==> src/rf_pkg.sv <==
`default_nettype none

package rf_pkg;

    // RV32I integer file
    localparam int NUM_REGS = 32;

    typedef logic [31:0] xlen_t;
    typedef logic [4:0]  reg_addr_t;

    // decode side read request, held by decode while stalled
    typedef struct packed {
        logic      valid;
        reg_addr_t rs1;
        logic      re1;
        reg_addr_t rs2;
        logic      re2;
    } rd_req_t;

    // pending write of one in-flight stage
    // is_load marks data not yet available (ex stage only)
    typedef struct packed {
        logic      we;
        logic      is_load;
        reg_addr_t waddr;
        xlen_t     wdata;
    } stage_wr_t;

    // operand pair handed to execute
    typedef struct packed {
        logic  valid;
        xlen_t op_a;
        xlen_t op_b;
    } operand_t;

    // operand source, youngest stage wins
    typedef enum logic [1:0] {
        FWD_FILE,
        FWD_EX,
        FWD_MEM,
        FWD_WB
    } fwd_sel_e;

endpackage

`default_nettype wire

==> src/reg_file.sv <==
`timescale 1ns/1ps
`default_nettype none

module reg_file import rf_pkg::*; (
    input  wire            clk,
    input  wire            rst_n_i,

    // read ports
    input  wire reg_addr_t raddr1_i,
    input  wire reg_addr_t raddr2_i,
    output xlen_t          rdata1_o,
    output xlen_t          rdata2_o,

    // write port from write-back
    input  wire stage_wr_t wr_i
);

    xlen_t regs_q [NUM_REGS];

    always_ff @(posedge clk or negedge rst_n_i) begin
        if (!rst_n_i) begin
            for (int i = 0; i < NUM_REGS; i++) begin
                regs_q[i] <= '0;
            end
        end else if (wr_i.we && (wr_i.waddr != '0)) begin
            // x0 never written
            regs_q[wr_i.waddr] <= wr_i.wdata;
        end
    end

    // combinational read, x0 reads zero
    assign rdata1_o = (raddr1_i == '0) ? '0 : regs_q[raddr1_i];
    assign rdata2_o = (raddr2_i == '0) ? '0 : regs_q[raddr2_i];

    // a load only exists in ex, by write-back its data must be resolved
    a_wb_no_load: assert property (
        @(posedge clk) disable iff (!rst_n_i)
        !wr_i.is_load
    ) else $error("reg_file: load flag seen on write-back port");

endmodule

`default_nettype wire

==> src/bypass_select.sv <==
`timescale 1ns/1ps
`default_nettype none

module bypass_select import rf_pkg::*; (
    input  wire rd_req_t   req_i,

    // in-flight writes from the youngest stage down
    input  wire stage_wr_t ex_wr_i,
    input  wire stage_wr_t mem_wr_i,
    input  wire stage_wr_t wb_wr_i,

    output fwd_sel_e       sel1_o,
    output fwd_sel_e       sel2_o,
    output xlen_t          fwd_data1_o,
    output xlen_t          fwd_data2_o,
    output logic           load_use_o
);

    typedef struct packed {
        fwd_sel_e sel;
        xlen_t    data;
        logic     hazard;
    } fwd_res_t;

    // priority compare of one source against ex, mem and wb
    function automatic fwd_res_t resolve(
        input reg_addr_t rs,
        input logic      re,
        input stage_wr_t ex,
        input stage_wr_t mem,
        input stage_wr_t wb
    );
        fwd_res_t res;
        res.sel    = FWD_FILE;
        res.data   = '0;
        res.hazard = 1'b0;
        if (re && (rs != '0)) begin
            if (ex.we && (ex.waddr == rs)) begin
                // a load in ex has no data yet so older matches do not help
                res.sel    = FWD_EX;
                res.data   = ex.wdata;
                res.hazard = ex.is_load;
            end else if (mem.we && (mem.waddr == rs)) begin
                res.sel  = FWD_MEM;
                res.data = mem.wdata;
            end else if (wb.we && (wb.waddr == rs)) begin
                res.sel  = FWD_WB;
                res.data = wb.wdata;
            end
        end
        return res;
    endfunction

    fwd_res_t res1;
    fwd_res_t res2;

    always_comb begin
        res1 = resolve(req_i.rs1, req_i.re1, ex_wr_i, mem_wr_i, wb_wr_i);
        res2 = resolve(req_i.rs2, req_i.re2, ex_wr_i, mem_wr_i, wb_wr_i);
    end

    assign sel1_o      = res1.sel;
    assign sel2_o      = res2.sel;
    assign fwd_data1_o = res1.data;
    assign fwd_data2_o = res2.data;

    // only a real request can stall decode
    assign load_use_o = req_i.valid && (res1.hazard || res2.hazard);

    // mem and wb data is forwarded as is, so only ex may carry a pending load
    always_comb begin
        a_no_older_load: assert final (
            !mem_wr_i.is_load && !wb_wr_i.is_load
        ) else $error("bypass_select: load flag seen on mem or wb stage");
    end

endmodule

`default_nettype wire

==> src/issue_reg.sv <==
`timescale 1ns/1ps
`default_nettype none

module issue_reg import rf_pkg::*; (
    input  wire           clk,
    input  wire           rst_n_i,

    input  wire           req_valid_i,
    input  wire           re1_i,
    input  wire           re2_i,

    // register file data
    input  wire xlen_t    rdata1_i,
    input  wire xlen_t    rdata2_i,

    // forwarding choice
    input  wire fwd_sel_e sel1_i,
    input  wire fwd_sel_e sel2_i,
    input  wire xlen_t    fwd_data1_i,
    input  wire xlen_t    fwd_data2_i,

    input  wire           stall_i,
    input  wire           flush_i,

    output operand_t      issue_o
);

    // file or bypass data, or zero when the source is not read
    function automatic xlen_t pick(
        input logic     re,
        input fwd_sel_e sel,
        input xlen_t    file_data,
        input xlen_t    fwd_data
    );
        if (!re) begin
            return '0;
        end
        return (sel == FWD_FILE) ? file_data : fwd_data;
    endfunction

    operand_t issue_d;

    always_comb begin
        issue_d.valid = req_valid_i && !stall_i && !flush_i;
        issue_d.op_a  = pick(re1_i, sel1_i, rdata1_i, fwd_data1_i);
        issue_d.op_b  = pick(re2_i, sel2_i, rdata2_i, fwd_data2_i);
    end

    always_ff @(posedge clk or negedge rst_n_i) begin
        if (!rst_n_i) begin
            issue_o <= '0;
        end else begin
            // stall or flush leaves a bubble and the operands hold
            issue_o.valid <= issue_d.valid;
            if (issue_d.valid) begin
                issue_o.op_a <= issue_d.op_a;
                issue_o.op_b <= issue_d.op_b;
            end
        end
    end

    // decode holds its request through a stall
    a_hold_on_stall: assert property (
        @(posedge clk) disable iff (!rst_n_i)
        stall_i |=> (req_valid_i && $stable(re1_i) && $stable(re2_i))
    ) else $error("issue_reg: request dropped or changed while stalled");

endmodule

`default_nettype wire

==> src/operand_fetch.sv <==
`timescale 1ns/1ps
`default_nettype none

module operand_fetch import rf_pkg::*; (
    input  wire            clk,
    input  wire            rst_n_i,

    // from decode
    input  wire rd_req_t   rd_req_i,

    // from ex, mem, wb
    input  wire stage_wr_t ex_wr_i,
    input  wire stage_wr_t mem_wr_i,
    input  wire stage_wr_t wb_wr_i,

    input  wire            flush_i,

    // to execute
    output operand_t       issue_o,

    // to decode
    output logic           stall_o
);

    xlen_t    rdata1;
    xlen_t    rdata2;

    fwd_sel_e sel1;
    fwd_sel_e sel2;
    xlen_t    fwd_data1;
    xlen_t    fwd_data2;

    reg_file u_reg_file (
        .clk      (clk),
        .rst_n_i  (rst_n_i),
        .raddr1_i (rd_req_i.rs1),
        .raddr2_i (rd_req_i.rs2),
        .rdata1_o (rdata1),
        .rdata2_o (rdata2),
        .wr_i     (wb_wr_i)
    );

    // load-use drives the decode stall directly
    bypass_select u_bypass_select (
        .req_i       (rd_req_i),
        .ex_wr_i     (ex_wr_i),
        .mem_wr_i    (mem_wr_i),
        .wb_wr_i     (wb_wr_i),
        .sel1_o      (sel1),
        .sel2_o      (sel2),
        .fwd_data1_o (fwd_data1),
        .fwd_data2_o (fwd_data2),
        .load_use_o  (stall_o)
    );

    issue_reg u_issue_reg (
        .clk         (clk),
        .rst_n_i     (rst_n_i),
        .req_valid_i (rd_req_i.valid),
        .re1_i       (rd_req_i.re1),
        .re2_i       (rd_req_i.re2),
        .rdata1_i    (rdata1),
        .rdata2_i    (rdata2),
        .sel1_i      (sel1),
        .sel2_i      (sel2),
        .fwd_data1_i (fwd_data1),
        .fwd_data2_i (fwd_data2),
        .stall_i     (stall_o),
        .flush_i     (flush_i),
        .issue_o     (issue_o)
    );

endmodule

`default_nettype wire

==> config.mk <==
export PLATFORM = sky130hd
export DESIGN_NAME = operand_fetch
export DESIGN_NICKNAME = d
export VERILOG_FILES = /design/src/rf_pkg.sv /design/src/reg_file.sv /design/src/bypass_select.sv /design/src/issue_reg.sv /design/src/operand_fetch.sv
export SDC_FILE = /design/constraint.sdc
export NUM_CORES = 2
export LEC_CHECK = 0
export BUFFER_PORTS_ARGS = -buffer_cell sky130_fd_sc_hd__buf_2
export CAP_MARGIN = 0
export CORE_MARGIN = 3
export CORE_UTILIZATION = 56
export CTS_CLUSTER_SIZE = 14
export DETAILED_ROUTE_END_ITERATION = 8
export PLACE_DENSITY = 0.73
export SYNTH_ARGS = -nofsm -noshare
export SYNTH_HDL_FRONTEND = slang
export SYNTH_SLANG_ARGS = --single-unit
==> constraint.sdc <==
create_clock -name clk -period 3.5 [get_ports clk]
set_clock_uncertainty 0.1 [all_clocks]
set_input_delay 0.175 -clock clk [delete_from_list [all_inputs] [get_ports clk]]
set_output_delay 0.175 -clock clk [all_outputs]
set_load 0.02 [all_outputs]
Yosys cells after proc, flatten, opt, wreduce, memory -nomap -nowiden
Cells that the tools add are included.
W data, S select, Z words.
{"block": "classes", "magnitude_cmp": 4, "n_eq_ne": 6, "mux": 25, "bitwise_logic": 3, "n_reduce_logical": 23}
{"cell": "$bwmux W1024", "count": 1}
{"cell": "$mux W32", "count": 11}
{"cell": "$bmux W32 S5", "count": 2}
{"cell": "$mux W34", "count": 6}
{"cell": "$demux W32 S5", "count": 1}
{"cell": "$mux W35", "count": 2}
{"cell": "$eq A5 B5 Y1", "count": 6}
{"cell": "$ge A6 B6 Y1 const B", "count": 3}
{"cell": "$not A5 Y6", "count": 3}
{"cell": "$reduce_bool A5 Y1", "count": 3}
{"cell": "$logic_and A1 B1 Y1", "count": 13}
{"cell": "$logic_not A5 Y1", "count": 2}
{"cell": "$lt A6 B1 Y1 const B", "count": 1}
{"cell": "$logic_not A2 Y1", "count": 2}
{"cell": "$logic_not A1 Y1", "count": 2}
{"cell": "$mux W1", "count": 2}
{"cell": "$logic_or A1 B1 Y1", "count": 1}
{"block": "word_totals", "reg_bits": 1089, "word_cells": 96}

Depth between registers and ports, before layout
{"block": "logic_depth", "depth_word": 11, "ltp_mapped": 9}

Hierarchy
From an unflattened synthesis, not the netlist that was laid out.
{"block": "unflattened", "cells_unflattened": 4264, "area_unflattened_um2": 60166.5}
{"module": "reg_file", "instances": 1, "cells_each": 3621, "area_each_um2": 54369.6}
{"module": "issue_reg", "instances": 1, "cells_each": 282, "area_each_um2": 3248.1}
{"module": "bypass_select", "instances": 1, "cells_each": 361, "area_each_um2": 2548.7}

Worst setup path before layout
OpenSTA, ideal clock, no wires.
{"block": "synth_path", "path_kind": "input to register", "from": "input port rd_req_i[1] (netlist name)", "to": "register u_issue_reg.issue_o[30] (netlist name)", "t_arrival_ps": 1806, "required_time_ps": 3258, "setup_slack_ps": 1451, "cell_stages": 7, "n_path_buf": 2, "path_cell_list": "buf_6 buf_6 mux4_2 mux4_2 mux2_2 nand3_1 a32oi_1"}
{"block": "synth_via", "elab_chain_cells": 9, "word_cells_on_any_way": 27}
{"item": "from (decl)", "line_no": "operand_fetch.sv:9", "text": "input wire rd_req_t rd_req_i,"}
{"item": "branches (longest 9 deep; another with $bmux W32 S5)"}
Parallel ways; which one is timed is not known. The select of a mux whose other input is x is not followed.
A chain may end at the register's enable or synchronous reset.

Final worst setup path
{"block": "layout_path", "from": "input port rd_req_i[4] (netlist name)", "to": "register u_issue_reg.issue_o[30] (netlist name)"}
{"block": "layout_via", "elab_chain_cells": 9, "word_cells_on_any_way": 27}
{"item": "branches (longest 9 deep; another with $bmux W32 S5)"}
Parallel ways; which one is timed is not known. The select of a mux whose other input is x is not followed.

==> reports/metrics.csv <==
metric;value;unit
register area;27300;µm²
Final Critical Period;3.13;ns
final setup vio count;0;
ANT nets after route;0;
clk slew on worst S/H paths;0.06;ns
Ys Warns;0;
critical path's slowest cell;dlygate4sd3_1;
layout cell share with drive strength beyond 1;0.389;
Routed WL;203000;µm
vias;44300;
mux share of post-synthesis cell area;0.374;
H-Tree Depth;3;
Worst path most repeated cell;dlygate4sd3_1;
max-cap violations;0;
vias per std cell;7.25;
Worst Path Required;4.05;ns
footprint of the multi-input gates;29800;µm²
Slew Limit Fails;0;
Num CTS Buffers;113;
later-pin clock latency in the skew report;0.72;ns
largest net degree at the start of global routing;132;
FP Rows;118;
Residual DRC;0;
I/O pin cnt;199;
Post-Syn Nets;4672;
initial antenna violation count;14;
Slew @ Worst Pin;1.29;ns
GRT Overall Usage;0.368;
routed wire length per instance;33.2;µm
drt pass-1 iters;8;
Vert. Die Dim;331;µm
peak supply drop;540;µV
Yosys top cell area share;0.461;
Area Overhead vs Synth;13.3;%
Core ar.;104000;µm²
Final nets;4753;
Final Hold Fails;0;
Rel. slew slack;0.138;
worst-path cell chain;buf_2 -> xor2_1 -> nor4_2 -> and3_2 -> buf_4 -> nor3_1 -> or4_1 -> dlygate4sd3_1 -> a32oi_1 -> dlygate4sd3_1;
Total Power;36.6;mW
Setup crit start kind;input pin;
CTS root buffer;clkbuf_16;
RSZ-0062 raised after global routing;false;
Cell Area, Synth;59100;µm²
PortBufs;196;
Initial DRC Count;5633;
Post-Synth Simple-Gate Area;0.0388;
PwrDens;547;nW/µm²
post_cts resized;0;
XOR/XNOR Fraction of Synth Area;0.00445;
leakage power figure;29.9;nW
WP data arrival;3.69;ns
Synth Area in Adders;0;
Synth Area in Compound Gates;0.0821;
Setup WS pre-CTS;0.511;ns
clk buf depth;3;
clock sink count;1089;
Cells after Synth;4539;
vias in the first global route;44000;
Max Freq;319;MHz
critical path fanouts, max;22;
hold-fix buffer count after cts;124;
setup_tns;0;ns
chip width;331;µm
first-pass GRT wire length;294000;µm
Mean Syn Cell Area;13.0;µm²
crit path kind;in -> reg;
top-count cell post-synth;dfrtp_1;
CTS tree;yes;
status;complete, no violations;
initial core utilization;0.568;
Fillers;7712;
Post-CTS Repair Setup Buffers;0;
cell taking the most area after synthesis;dfrtp_1;
global route total overflow;0;
Netlist cell types;52;
element type at the critical path end;register;
synth cell count leaders;dfrtp_1, mux2_2, mux2i_1, clkbuf_1, mux4_2;
Async SR Flop Fraction;1.00;
largest family of logic cells by synthesized area;multiplexers;
Tcrit/Tclk final;0.895;
Main synth FF type;dfrtp_1;
worst hold path class;in -> reg;
Post-synth EDFFs;0;
#FFs+latches synth;1089;
sequential-to-total area share from yosys stat;0.461;
DP HPWL;121000;µm
RD Place Congestion;0.896;
CP max stage delay;0.59;ns
DIE AREA;109000;µm²
Worst Setup Slack, final;0.368;ns
ranking of synthesized cells by area;dfrtp_1, mux2_2, mux4_2, mux2i_1, a22oi_1;
-- per-stage QoR --
step	utilization	std cells	hold slack, ns	area [µm²]
6_report	0.643	6104	0.0318	66900
5_1_grt	0.643	6099	0.0390	66900
4_1_cts	0.643	6095	0.00373	66900
3_5_place_dp	0.593	5761	0.199	61800
3_3_place_gp	0.593	5761	0.175	61800
2_1_floorplan	-	4539	-0.221	59100
-- where the power goes --
group / internal (mW) / switching (mW)
clock: 7.29 / 5.28
combinational: 3.98 / 3.27
sequential: 14.9 / 1.82
-- placed cells by master (no fill, tap or decap), types with 33 or more instances in the layout --
cell type,Yosys,final
dlygate4sd3_1,0,124
a22oi_1,160,160
buf_12,0,51
mux4_2,258,258
clkbuf_8,0,33
dfrtp_1,1089,1089
buf_2,119,192
mux2i_1,512,512
nand4_1,36,36
clkbuf_16,0,113
a21oi_1,97,96
mux2_2,938,938
nand2_1,122,99
and3_1,34,33
mux2_1,55,55
a32oi_1,64,64
o31ai_1,33,33
buf_4,21,123
o22ai_1,124,124
nand3_1,165,162
-- state kept, by name, summed over array words and instances, names as in the netlist --
signal and cells:
u_reg_file.regs_q 1024, u_issue_reg.issue_o 65
-- critical path: cells and delay by family --
family | cells | cell delay [ns]
and+or+nand+nor | 4 | 1.32
buffers and inverters | 4 | 1.86
xor gates and xnor gates | 1 | 0.13
AOI/OAI and AO/OA | 1 | 0.19
-- routing by layer --
| metal | up-vias | global-route usage | share of wire |
|---|---|---|---|
| met5 | - | 0 | 0 |
| met4 | 0 | 0.185 | 0.059 |
| met3 | 741 | 0.110 | 0.12 |
| li1 | 17600 | - | - |
| met2 | 3024 | 0.542 | 0.44 |
| met1 | 22900 | 0.496 | 0.38 |
-- cell type report --
type	instances	area share
antenna	9	0.000337
inverter	3	0.000168
sequential	1089	0.407
clock buffer	159	0.0498
timing repair buffer	494	0.0629
tap	1380	0.0258
clock inverter	51	0.00834
multi-input combinational	2919	0.445
-- path summary, 6_finish.rpt --
path | depth (start not counted) | start | to | slack, ns
worst min-delay path | 2 | wb_wr_i[19] | u_reg_file.regs_q[659] | 0.03
worst max-delay path | 10 | rd_req_i[4] | u_issue_reg.issue_o[30] | 0.37
max in group asynchronous | 3 | rst_n_i | u_reg_file.regs_q[298] | 2.11
worst min register to register | 0 | u_reg_file.regs_q[1008] | u_reg_file.regs_q[1008] | 0.30
min in group asynchronous | 2 | rst_n_i | u_reg_file.regs_q[215] | 0.05
worst max register to register | 6 | u_reg_file.regs_q[350] | u_issue_reg.issue_o[30] | 0.83
-- kinds of logic after synthesis --
kind of cell	Yosys count
buf+inv	531
xor+xnor	30
mux	1763
compound gates	675
flops	1089
simple gates	451
Power figures use the tool's default switching activity.
